--- src/common/tracking_pkg.sv ---
`default_nettype none

package tracking_pkg;

	// memory side
	typedef logic [17:0] mem_addr_t;   // main memory and pointer memory address
	typedef logic [31:0] mem_word_t;   // one record word

	// packet side
	typedef logic [7:0] byte_t;
	typedef logic [5:0] buf_addr_t;    // 64 byte packet buffer
	typedef logic [4:0] slot_idx_t;    // pointer slot index

	typedef enum logic [2:0] {
		RED    = 3'd0,
		ORANGE = 3'd1,
		YELLOW = 3'd2,
		GREEN  = 3'd3,
		BLUE   = 3'd4,
		PURPLE = 3'd5
	} color_t;

	typedef enum logic {
		RANK_1 = 1'b0,
		RANK_2 = 1'b1
	} rank_t;

	// mode 1 is red, green and blue only
	typedef enum logic {
		MODE_RGB       = 1'b0,
		MODE_SIX_COLOR = 1'b1
	} tracking_mode_t;

	localparam int NUM_COLORS     = 6;
	localparam int SLOTS_PER_RANK = 6;   // slots 0-5 rank 1, 6-11 rank 2
	localparam int PTR_SLOTS      = 12;

	// empty pointer slot
	localparam mem_addr_t INVALID_POINTER = '1;

	// packet framing
	localparam byte_t SOF_MARKER      = 8'd176;
	localparam byte_t LINE_FEED       = 8'd10;
	localparam byte_t CARRIAGE_RETURN = 8'd13;

	localparam byte_t PROTOCOL_RGB       = 8'd1;
	localparam byte_t PROTOCOL_SIX_COLOR = 8'd2;

endpackage

`default_nettype wire

--- src/verilog/tracking_buffer.sv ---
`timescale 1ns/1ps
`default_nettype none

module tracking_buffer import tracking_pkg::*; #(
	parameter int DEPTH = 64
) (
	input wire logic clk,
	input wire logic wren_a,
	input wire logic [$clog2(DEPTH)-1:0] addr_a,
	input wire byte_t data_a,
	input wire logic [$clog2(DEPTH)-1:0] addr_b,
	output byte_t data_b
);

	byte_t mem [DEPTH];

	// port a is write only, filled by the packet writer
	always_ff @(posedge clk) begin
		if (wren_a)
			mem[addr_a] <= data_a;
	end

	// port b read data arrives one cycle after the address
	always_ff @(posedge clk) begin
		data_b <= mem[addr_b];
	end

endmodule

`default_nettype wire

--- src/verilog/color_tracker.sv ---
`timescale 1ns/1ps
`default_nettype none

module color_tracker import tracking_pkg::*; #(
	parameter color_t COLOR = RED
) (
	input wire logic clk,
	input wire logic reset,
	input wire logic run_start,
	input wire logic capture,
	input wire color_t capture_color,
	input wire rank_t capture_rank,
	input wire byte_t blob_x,
	input wire byte_t blob_y,
	input wire logic [15:0] blob_size,
	output logic [1:0] valid,
	output byte_t [1:0] x,
	output byte_t [1:0] y,
	output logic [1:0][15:0] size
);

	logic hit;

	assign hit = capture && (capture_color == COLOR);

	always_ff @(posedge clk) begin
		if (reset || run_start) begin
			valid <= '0;
		end else if (hit) begin
			valid[capture_rank] <= 1'b1;
		end
	end

	// a later blob of the same rank simply replaces the earlier one
	always_ff @(posedge clk) begin
		if (hit) begin
			x[capture_rank] <= blob_x;
			y[capture_rank] <= blob_y;
			size[capture_rank] <= blob_size;
		end
	end

endmodule

`default_nettype wire

--- src/blob_fetch/blob_fetcher.sv ---
`timescale 1ns/1ps
`default_nettype none

module blob_fetcher import tracking_pkg::*; (
	input wire logic clk,
	input wire logic reset,
	input wire logic enable_tracking_output,
	input wire logic [4:0] number_of_valid_blobs,
	input wire mem_addr_t blob_pointer,
	input wire mem_word_t data_read,
	output slot_idx_t pointer_addr,
	output mem_addr_t address,
	output logic run_active,
	output logic run_start,
	output logic scan_done,
	output logic capture,
	output color_t capture_color,
	output rank_t capture_rank,
	output byte_t blob_x,
	output byte_t blob_y,
	output logic [15:0] blob_size,
	output logic [5:0] tracking_display
);

	// both memories answer one cycle after the address, hence the wait states
	typedef enum logic [3:0] {
		S_IDLE,
		S_PTR_WAIT,
		S_PTR_CHECK,
		S_W1_WAIT,
		S_W1,
		S_W2_WAIT,
		S_W2,
		S_NEXT,
		S_DONE
	} state_t;

	state_t state;
	logic [4:0] fetched;       // blobs read so far this run
	byte_t color_code;         // record color, already shifted to 0-based
	logic color_ok;

	assign color_ok = color_code < 8'(NUM_COLORS);

	always_ff @(posedge clk) begin
		run_start <= 1'b0;
		capture <= 1'b0;
		scan_done <= 1'b0;
		if (reset || !enable_tracking_output) begin
			state <= S_IDLE;
			run_active <= 1'b0;
			pointer_addr <= '0;
			fetched <= '0;
			tracking_display <= '0;
		end else begin
			case (state)
				S_IDLE: begin
					run_active <= 1'b1;
					run_start <= 1'b1;   // trackers drop last run's blobs
					pointer_addr <= '0;
					fetched <= '0;
					tracking_display <= '0;
					state <= S_PTR_WAIT;
				end
				S_PTR_WAIT: state <= S_PTR_CHECK;
				S_PTR_CHECK: begin
					if (fetched == number_of_valid_blobs) begin
						scan_done <= 1'b1;   // count reached, stop early
						state <= S_DONE;
					end else if (blob_pointer == INVALID_POINTER) begin
						state <= S_NEXT;
					end else begin
						state <= S_W1_WAIT;
					end
				end
				S_W1_WAIT: state <= S_W1;
				S_W1: state <= S_W2_WAIT;
				S_W2_WAIT: state <= S_W2;
				S_W2: begin
					fetched <= fetched + 5'd1;
					if (color_ok) begin
						capture <= 1'b1;
						tracking_display[color_code[2:0]] <= 1'b1;
					end
					state <= S_NEXT;
				end
				S_NEXT: begin
					if (pointer_addr == slot_idx_t'(PTR_SLOTS - 1)) begin
						scan_done <= 1'b1;
						state <= S_DONE;
					end else begin
						pointer_addr <= pointer_addr + 5'd1;
						state <= S_PTR_WAIT;
					end
				end
				S_DONE: state <= S_DONE;   // held until enable drops
				default: state <= S_IDLE;
			endcase
		end
	end

	// record fields, word one then word two
	always_ff @(posedge clk) begin
		case (state)
			S_PTR_CHECK: address <= blob_pointer;
			S_W1: begin
				color_code <= data_read[7:0] - 8'd1;
				address <= address + 18'd1;
			end
			S_W2: begin
				blob_x <= data_read[31:24];
				blob_y <= data_read[23:16];
				blob_size <= data_read[15:0];
				capture_color <= color_t'(color_code[2:0]);
				capture_rank <= (pointer_addr < slot_idx_t'(SLOTS_PER_RANK)) ? RANK_1 : RANK_2;
			end
			default: ;
		endcase
	end

endmodule

`default_nettype wire

--- src/packet_writer/packet_writer.sv ---
`timescale 1ns/1ps
`default_nettype none

module packet_writer import tracking_pkg::*; (
	input wire logic clk,
	input wire logic reset,
	input wire logic run_active,
	input wire logic scan_done,
	input wire logic [1:0] tracking_mode_select,
	input wire logic [NUM_COLORS-1:0][1:0] obj_valid,
	input wire byte_t [NUM_COLORS-1:0][1:0] obj_x,
	input wire byte_t [NUM_COLORS-1:0][1:0] obj_y,
	input wire logic [NUM_COLORS-1:0][1:0][15:0] obj_size,
	output logic buf_wren,
	output buf_addr_t buf_addr,
	output byte_t buf_data,
	output logic [6:0] number_of_bytes_to_transmit,
	output logic tracking_done
);

	tracking_mode_t mode;
	logic [6:0] obj_count;    // objects in the packet, 6 or 12
	logic [6:0] half_count;   // objects per rank

	assign obj_count = (mode == MODE_RGB) ? 7'd6 : 7'd12;
	assign half_count = obj_count >> 1;

	// one byte per cycle, address 0 first
	always_ff @(posedge clk) begin
		if (reset || !run_active) begin
			buf_wren <= 1'b0;
			buf_addr <= '0;
			tracking_done <= 1'b0;
			number_of_bytes_to_transmit <= '0;
			mode <= MODE_SIX_COLOR;
		end else if (scan_done) begin
			buf_wren <= 1'b1;
			buf_addr <= '0;
			if (tracking_mode_select == 2'b01) begin
				mode <= MODE_RGB;
				number_of_bytes_to_transmit <= 7'd28;
			end else begin
				mode <= MODE_SIX_COLOR;
				number_of_bytes_to_transmit <= 7'd52;
			end
		end else if (buf_wren) begin
			if (7'(buf_addr) == number_of_bytes_to_transmit - 7'd1) begin
				buf_wren <= 1'b0;
				tracking_done <= 1'b1;   // stays up until the run ends
			end else begin
				buf_addr <= buf_addr + 6'd1;
			end
		end
	end

	// byte for the current address
	always_comb begin
		logic [6:0] a;
		logic [6:0] rel;
		logic [6:0] k;
		logic [6:0] pos;
		logic rank_sel;
		logic in_size;
		color_t col;
		a = 7'(buf_addr);
		rel = '0;
		k = '0;
		pos = '0;
		rank_sel = 1'b0;
		in_size = 1'b0;
		col = RED;
		buf_data = '0;
		if (a == 7'd0) begin
			buf_data = SOF_MARKER;
		end else if (a == 7'd1) begin
			buf_data = (mode == MODE_RGB) ? PROTOCOL_RGB : PROTOCOL_SIX_COLOR;
		end else if (a == (obj_count << 2) + 7'd2) begin
			buf_data = LINE_FEED;
		end else if (a == (obj_count << 2) + 7'd3) begin
			buf_data = CARRIAGE_RETURN;
		end else if (a < (obj_count << 2) + 7'd2) begin
			rel = a - 7'd2;
			in_size = rel >= (obj_count << 1);   // second half holds sizes
			if (in_size)
				rel = rel - (obj_count << 1);
			k = rel >> 1;
			rank_sel = k >= half_count;
			pos = rank_sel ? k - half_count : k;
			if (mode == MODE_RGB) begin
				case (pos[1:0])
					2'd0: col = RED;
					2'd1: col = GREEN;
					default: col = BLUE;
				endcase
			end else begin
				col = color_t'(pos[2:0]);
			end
			// empty objects stay zero
			if (obj_valid[col][rank_sel]) begin
				case ({in_size, rel[0]})
					2'b00: buf_data = obj_x[col][rank_sel];
					2'b01: buf_data = obj_y[col][rank_sel];
					2'b10: buf_data = obj_size[col][rank_sel][15:8];
					default: buf_data = obj_size[col][rank_sel][7:0];
				endcase
			end
		end
	end

endmodule

`default_nettype wire

--- src/verilog/tracking_output_assembly.sv ---
`timescale 1ns/1ps
`default_nettype none

module tracking_output_assembly import tracking_pkg::*; #(
	parameter int BUF_DEPTH = 64
) (
	input wire logic clk,
	input wire logic reset,
	input wire logic enable_tracking_output,
	input wire logic [1:0] tracking_mode_select,
	input wire mem_word_t data_read,
	input wire mem_addr_t blob_pointer,
	input wire logic [4:0] number_of_valid_blobs,
	input wire buf_addr_t tracking_output_addr_b,
	output mem_addr_t address,
	output slot_idx_t blob_pointer_addr,
	output byte_t tracking_output_data_read_b,
	output logic [6:0] number_of_bytes_to_transmit,
	output logic [5:0] tracking_display,
	output logic tracking_done
);

	logic run_active;
	logic run_start;
	logic scan_done;
	logic capture;
	color_t capture_color;
	rank_t capture_rank;
	byte_t blob_x;
	byte_t blob_y;
	logic [15:0] blob_size;

	// tracker results, indexed [color][rank]
	logic [NUM_COLORS-1:0][1:0] obj_valid;
	byte_t [NUM_COLORS-1:0][1:0] obj_x;
	byte_t [NUM_COLORS-1:0][1:0] obj_y;
	logic [NUM_COLORS-1:0][1:0][15:0] obj_size;

	logic buf_wren;
	buf_addr_t buf_addr;
	byte_t buf_data;

	blob_fetcher u_fetcher (
		.clk                    (clk),
		.reset                  (reset),
		.enable_tracking_output (enable_tracking_output),
		.number_of_valid_blobs  (number_of_valid_blobs),
		.blob_pointer           (blob_pointer),
		.data_read              (data_read),
		.pointer_addr           (blob_pointer_addr),
		.address                (address),
		.run_active             (run_active),
		.run_start              (run_start),
		.scan_done              (scan_done),
		.capture                (capture),
		.capture_color          (capture_color),
		.capture_rank           (capture_rank),
		.blob_x                 (blob_x),
		.blob_y                 (blob_y),
		.blob_size              (blob_size),
		.tracking_display       (tracking_display)
	);

	// one tracker per color, each picks out its own captures
	for (genvar c = 0; c < NUM_COLORS; c++) begin : g_tracker
		color_tracker #(
			.COLOR (color_t'(c))
		) u_tracker (
			.clk           (clk),
			.reset         (reset),
			.run_start     (run_start),
			.capture       (capture),
			.capture_color (capture_color),
			.capture_rank  (capture_rank),
			.blob_x        (blob_x),
			.blob_y        (blob_y),
			.blob_size     (blob_size),
			.valid         (obj_valid[c]),
			.x             (obj_x[c]),
			.y             (obj_y[c]),
			.size          (obj_size[c])
		);
	end

	packet_writer u_writer (
		.clk                         (clk),
		.reset                       (reset),
		.run_active                  (run_active),
		.scan_done                   (scan_done),
		.tracking_mode_select        (tracking_mode_select),
		.obj_valid                   (obj_valid),
		.obj_x                       (obj_x),
		.obj_y                       (obj_y),
		.obj_size                    (obj_size),
		.buf_wren                    (buf_wren),
		.buf_addr                    (buf_addr),
		.buf_data                    (buf_data),
		.number_of_bytes_to_transmit (number_of_bytes_to_transmit),
		.tracking_done               (tracking_done)
	);

	tracking_buffer #(
		.DEPTH (BUF_DEPTH)
	) u_buffer (
		.clk    (clk),
		.wren_a (buf_wren),
		.addr_a (buf_addr),
		.data_a (buf_data),
		.addr_b (tracking_output_addr_b),
		.data_b (tracking_output_data_read_b)
	);

endmodule

`default_nettype wire

--- config.mk ---
export PLATFORM = sky130hd
export DESIGN_NAME = tracking_output_assembly
export DESIGN_NICKNAME = d
export VERILOG_FILES = /design/src/common/tracking_pkg.sv /design/src/verilog/tracking_buffer.sv /design/src/verilog/color_tracker.sv /design/src/blob_fetch/blob_fetcher.sv /design/src/packet_writer/packet_writer.sv /design/src/verilog/tracking_output_assembly.sv
export SDC_FILE = /design/constraint.sdc
export NUM_CORES = 1
export LEC_CHECK = 0
export ABC_AREA = 1
export BUFFER_PORTS_ARGS = -buffer_cell sky130_fd_sc_hd__buf_2
export CORE_UTILIZATION = 50
export DETAILED_ROUTE_END_ITERATION = 7
export PLACE_DENSITY_LB_ADDON = 0.08
export SLEW_MARGIN = 10
export SYNTH_ARGS = -nofsm -noshare
export SYNTH_HDL_FRONTEND = slang
export SYNTH_SLANG_ARGS = --single-unit
--- constraint.sdc ---
create_clock -name clk -period 16.2 [get_ports clk]
set_clock_uncertainty 0.05 [all_clocks]
set_input_delay 1.62 -clock clk [delete_from_list [all_inputs] [get_ports clk]]
set_output_delay 1.62 -clock clk [all_outputs]
set_load 0.05 [all_outputs]
-- Word-level counts from Yosys, hierarchy flattened
Memories as Yosys holds them, arrays and structs flattened. A register that Yosys moved wholly into a read port is not among the register bits.
Index checks and enable logic that the tools add are counted.
- register bits: 498
- bits in latches: 0
- memory bits (writable): 512
- memory bits (read-only): 0
- bits of input ports: 66
- output and inout port bits: 45
- word-level logic and storage cells: 236
- memories: 1
- $add $sub $neg: 11
- multipliers: 0
- div/mod/pow operators: 0
- order comparisons: 11
- eq/ne operators: 26
- shifts and indexed selects: 0
- mux-type cells: 88
- bitwise operators: 10
- reductions and logical operators: 27
- memories (name ; depth ; width ; read ports ; clocked after Yosys merged registers in ; write ports ; line ; RTL):
    u_buffer.mem ; 64 ; 8 ; 1 ; 1 ; 1 ; tracking_buffer.sv:15 ; byte_t mem [DEPTH];
- operators by type and width (operator ; number):
    bitwise mux 16 bit ; 12
    bitwise mux 32 bit ; 6
    binary-select mux 16 bit (select 3 bit) ; 2
    binary-select mux 32 bit (select 3 bit) ; 1
    two-way mux 8 bit ; 11
    two-way mux 16 bit ; 5
    two-way mux 7 bit ; 6
    one-hot mux 18 bit (2 select lines) ; 1
    one-hot mux 4 bit (9 select lines) ; 1
    two-way mux 32 bit ; 1
    two-way mux 3 bit ; 8
    one-hot mux 8 bit (3 select lines) ; 1
    == test 6 x 7 -> 1 bit ; 3
    one-hot mux 5 bit (2 select lines) ; 2
    adder 18 x 1 -> 18 bit (second input constant) ; 1
    == test 18 bit (second input constant) ; 1
    demux 16 bit (select 1 bit) ; 1
    == test 4 x 3 -> 1 bit (second input constant) ; 4
    two-way mux 1 bit ; 15
    adder 7 x 2 -> 7 bit (second input constant) ; 2
    two-way mux 4 bit ; 3
    two-way mux 6 bit ; 2
    bitwise OR 2 bit ; 6
    one-hot mux 6 bit (2 select lines) ; 1
    other kinds (50) ; 77

-- Depth between registers and ports, before layout
- word-level depth: 29
- gate-level depth with buffers: 34
- mapped depth without buffers: 32

-- By module
A second synthesis with hierarchy kept.
- cell total of the unflattened synthesis: 3756
- area total of the unflattened synthesis: 42703.5 µm²
- by module, submodules not included (module ; instances ; cells an instance ; area each (µm²)):
    tracking_buffer ; 1 ; 1805 ; 21339.2
    color_tracker at g_tracker[1].u_tracker ... ; 3 ; 79 ; 2020.7
    packet_writer ; 1 ; 1078 ; 5356.4
    color_tracker at g_tracker[3].u_tracker ... ; 2 ; 80 ; 2024.4
    blob_fetcher ; 1 ; 397 ; 3873.7
    color_tracker at g_tracker[0].u_tracker ; 1 ; 79 ; 2023.2

-- Least setup slack after synthesis
Ideal clock, no wire load.
- kind: register to register
- start: register u_writer.buf_addr[1]
- end: memory u_buffer.mem[0][6] (netlist bit), data pin
- arrival time: 5394 ps
- data required time: 15602 ps
- path slack: 10208 ps
- cell stages (with the launch flop): 30
- path buffers: 3
- clock period less this slack: 5992 ps
- path through: dfxtp_1 > inv_1 > ha_1 > ha_1 > nand3_1 > nor2_1 > nor2_4 > nand2_4 > inv_1 > nand2_1 > nand2_1 > ha_1 > a21oi_1 > nand2_1 > inv_2 > nand3_4 > nand2_2 > nand3_4 > nand2_4 > inv_2 > buf_4 > buf_6 > buf_6 > nor2_1 > a21oi_1 > o22ai_1 > nand2_1 > nand3_1 > nand3_1 > a21oi_1
- word-level cells in the longest chain between the ends: 29
- ends and longest elaborated chain (element ; line ; RTL):
    start: declaration ; packet_writer.sv:15 ; output buf_addr_t buf_addr,
    start signal: assignment ; packet_writer.sv:51 ; buf_addr <= buf_addr + 6'd1;
    subtractor 6 x 2 -> 7 bit ; packet_writer.sv:82 ; rel = a - 7'd2;
    subtractor 7 bit / greater-or-equal comparator 7 bit (equally long branches) ; packet_writer.sv:85, packet_writer.sv:83 ;
    two-way mux 7 bit ; packet_writer.sv:84 ; if (in_size)
    two-way mux 7 bit ; packet_writer.sv:81 ; end else if (a < (obj_count << 2) + 7'd2) begin
    two-way mux 7 bit ; packet_writer.sv:79 ; end else if (a == (obj_count << 2) + 7'd3) begin
    two-way mux 7 bit ; packet_writer.sv:77 ; end else if (a == (obj_count << 2) + 7'd2) begin
    two-way mux 7 bit ; packet_writer.sv:75 ; end else if (a == 7'd1) begin
    two-way mux 7 bit ; packet_writer.sv:73 ; if (a == 7'd0) begin
    [... 14 more ...] ; - ;
    one-hot mux 8 bit (3 select lines) ; packet_writer.sv:100 ; case ({in_size, rel[0]})
    two-way mux 8 bit ; packet_writer.sv:99 ; if (obj_valid[col][rank_sel]) begin
    two-way mux 8 bit ; packet_writer.sv:81 ;
    two-way mux 8 bit ; packet_writer.sv:79 ;
    two-way mux 8 bit ; packet_writer.sv:77 ;
    two-way mux 8 bit ; packet_writer.sv:75 ;
    two-way mux 8 bit (*) ; packet_writer.sv:73 ;
    named net buf_data[6] ; tracking_output_assembly.sv:41 ; byte_t buf_data;
    end: declaration ; tracking_buffer.sv:15 ;
The timed path passes the listed nets; every way through them passes the cells marked *. The select of a mux whose other input is x is not followed.

-- Worst setup path after layout
- start: register u_writer.buf_addr[1]
- end: memory u_buffer.mem[15][5] (netlist bit), data pin
The elaborated chain is that of the path after synthesis.

==> flow_metrics.py <==
metrics = {
    "sta": {
        "report.final.slew_viol_count": 0,
        "max_slew_margin_pct": 17.5,
        "rsz0062_at_grt": "false",
        "tightest_slew_ns": 1.24,
        "fmax_mhz": 116,
        "holdWs_ns": 0.406,
        "setup_viol": 0,
        "fin_crit_ns": 8.63,
        "final.setup.tns_ns": 0,
        "fin_crit_sh_pct": 53.3,
        "final-hold-violation-count": 0,
    },
    "placed_design": {
        "place_congestion": 0.818,
        "dp_cells": 4446,
        "dpl.hpwl_um": 56600,
        "portBuffers": 107,
    },
    "critical_path": {
        "end_kind": "register",
        "critPathMaxFanout": 113,
        "arrival_ns": 8.86,
        "cp_slowest_cell": "nand2_2",
        "cpMostUsedCell": "nand2_1",
        "critPathMaxStageDelay_ns": 0.90,
        "critical_path_class": "register to register",
        "worstSetupStartpointType": "register",
        "required_ns": 16.43,
    },
    "power_and_ir_drop": {
        "p_leak_nw": 14.6,
        "peakVddDrop_v": 0.0000847,
        "total_power_mw": 5.29,
        "power.density_mw_per_mm2": 115,
    },
    "layout": {
        "final_common_cell": "edfxtp_1",
        "utilization_pct": 56.3,
        "finalNetCount": 3571,
        "drive_above_1_share_pct": 10.1,
        "multi_input_area_sq_mm": 0.0102,
        "area_delta_synth_final_pct": 11.6,
        "layout_common_cells": "958 x edfxtp_1, 699 x nor2_1, 454 x o21ai_0",
        "nFillCells": 6770,
        "register_area_sq_mm": 0.0299,
        "n_antenna_cell": 0,
        "fin_cells": 4637,
    },
    "cts": {
        "htreeDepth": 3,
        "cts_sinks": 1014,
        "cts-root-buf": "clkbuf_16",
        "clkTransAtPathRegs_ns": 0.06,
        "hold_buffers": 0,
        "clk_latency_ns": 0.67,
        "cts_resized": 0,
        "post_cts_buffers": 0,
        "clock_tree.buffer_depth": 3,
        "numCtsBuffers": 104,
        "cts_tree": "done",
    },
    "floorplan": {
        "fp-row-count": 105,
        "die_y_um": 290,
        "start_util_pct": 50.4,
        "core_area_sq_mm": 0.0820,
        "die_w_um": 290,
        "die-area_sq_mm": 0.0839,
        "boundaryPins": 111,
    },
    "worst_hold_path": {
        "hold_class": "register to register",
    },
    "synthesis": {
        "syn_inst": 3424,
        "synth-async-reset-ratio_pct": 0,
        "synth_compound_area_share_pct": 10.9,
        "synthMuxAreaShare_pct": 0,
        "ys_types": 48,
        "syn_area_sq_mm": 0.0414,
        "ys.flop_type": "edfxtp_1",
        "synth-edff-count": 958,
        "yosys.area_share.simple_pct": 12.0,
        "synth_seq_area_share_pct": 72.3,
        "synth_xor_area_share_pct": 0.508,
        "synthAdderAreaFrac_pct": 0.696,
        "syn_avg_cell_area_sq_um": 12.1,
        "synth_seq_cells": 1014,
        "synth_top_family_by_area": "simple AND/OR/NAND/NOR gates",
        "ys_warn_count": 0,
    },
    "run_status": {
        "outcome": "finished clean",
    },
    "route": {
        "vias": 27000,
        "wl_per_cell_um": 22.3,
        "routed_wl_um": 103000,
        "drc": 0,
        "avgViaCountPerCell": 5.82,
        "drt_first_pass_iters": 6,
        "drt_iter0_drc": 2504,
        "antenna_left": 0,
    },
    "grt": {
        "grt_pass1_wl_um": 157000,
        "track_usage_pct": 24.7,
        "grt_pass1_vias": 26200,
        "grt_overflow": 0,
        "antenna_found_initial": 3,
        "grt_max_degree": 123,
    },
    "job": {
        "maxCapViolations": 0,
    },
}
==> critical path: cells and delay by family (launching register included) <==
family	cells	cell delay, ns
buffers and inverters	7	2.95
adders and majority gates	3	1.00
DFF	1	0.48
AOI/OAI and AO/OA	3	0.41
and+or+nand+nor	17	3.03
==> layout make-up <==
class                   count  area share (%)
repair buffers            149            1.86
flip-flops and latches   1014            64.8
multi-input cells        2058            22.0
clock buffers             126            5.93
well taps                1070            2.90
clock inverters            65            1.24
inverters                 155            1.28
==> metal layers <==
metal	part of all wire [%]	global-route usage, %
met1	45	36.3
met5	0	0
met4	1.8	6.37
met2	46	38.6
met3	6.8	3.75
==> through the flow <==
step                      setup slack (ns)  instance area [sq um]
final                                 7.57                  46100
after global routing                  6.91                  46100
after CTS                             7.77                  46100
after detailed placement              7.80                  42800
after global placement                8.03                  42800
after floorplan                      10.21                  41400
==> cell families after synthesis <==
kind of cell,after synthesis
AOI/OAI and AO/OA,809
xor gates and xnor gates,24
adders and majority gates,23
buffers and inverters,354
DFF,1014
other,1
and+or+nand+nor,1199
==> final timing paths <==
path / from / to / slack (ns) / depth (start not counted)
min: u_fetcher.tracking_display[4]$_SDFFE_PP0P_ / u_fetcher.tracking_display[4]$_SDFFE_PP0P_ / 0.41 / 2
max: u_writer.buf_addr[1]$_SDFFE_PP0P_ / u_buffer.mem[15][5]$_DFFE_PP_ / 7.57 / 30
max reg2reg: u_writer.buf_addr[1]$_SDFFE_PP0P_ / u_buffer.mem[15][5]$_DFFE_PP_ / 7.57 / 30
min reg2reg: u_fetcher.tracking_display[4]$_SDFFE_PP0P_ / u_fetcher.tracking_display[4]$_SDFFE_PP0P_ / 0.41 / 2
==> registers in the layout, summed over array words and instances (netlist names), 3 cells and up <==
register                              cells
g_tracker.u_tracker.x                    96
u_buffer.data_b                           8
u_fetcher.tracking_display                6
u_fetcher.fetched                         5
u_fetcher.color_code                      8
u_writer.buf_addr                         6
u_fetcher.blob_size                      16
u_fetcher.blob_y                          8
u_buffer.mem                            512
u_fetcher.state                           4
u_fetcher.blob_x                          8
u_fetcher.pointer_addr                    5
g_tracker.u_tracker.y                    96
g_tracker.u_tracker.size                192
u_writer.number_of_bytes_to_transmit      3
u_fetcher.capture_color                   3
u_fetcher.address                        18
g_tracker.u_tracker.valid                12
==> power breakdown <==
| group | switching, mW | internal (mW) |
|---|---|---|
| registers | 0.00193 | 2.83 |
| logic | 0.109 | 0.0386 |
| clock network | 0.988 | 1.33 |
==> Yosys cell counts (4+ instances only) <==
library cell / count / share of area, %
o21ai_1: 54 / 0.65
xor2_1: 13 / 0.28
edfxtp_1: 958 / 70
a31oi_1: 4 / 0.061
a211oi_1: 6 / 0.11
nand2_2: 6 / 0.091
inv_2: 7 / 0.064
nand3b_1: 17 / 0.31
o21ai_0: 454 / 5.5
o31ai_1: 5 / 0.091
nand3_1: 133 / 1.6
buf_4: 24 / 0.44
buf_6: 6 / 0.16
dfxtp_1: 56 / 2.7
nand4_1: 16 / 0.24
inv_1: 145 / 1.3
nor3b_1: 4 / 0.073
ha_1: 23 / 0.70
o211ai_1: 26 / 0.47
xnor2_1: 11 / 0.23
clkbuf_1: 133 / 1.2
nand3_2: 5 / 0.12
nor2_2: 4 / 0.061
nand2_1: 278 / 2.5
nor3_1: 9 / 0.11
buf_1: 5 / 0.045
o32ai_1: 6 / 0.13
buf_2: 31 / 0.38
o221ai_1: 26 / 0.55
a21oi_1: 54 / 0.65
o22ai_1: 167 / 2.5
nor2_1: 711 / 6.5
No activity file was read; power rests on OpenSTA's default activity.
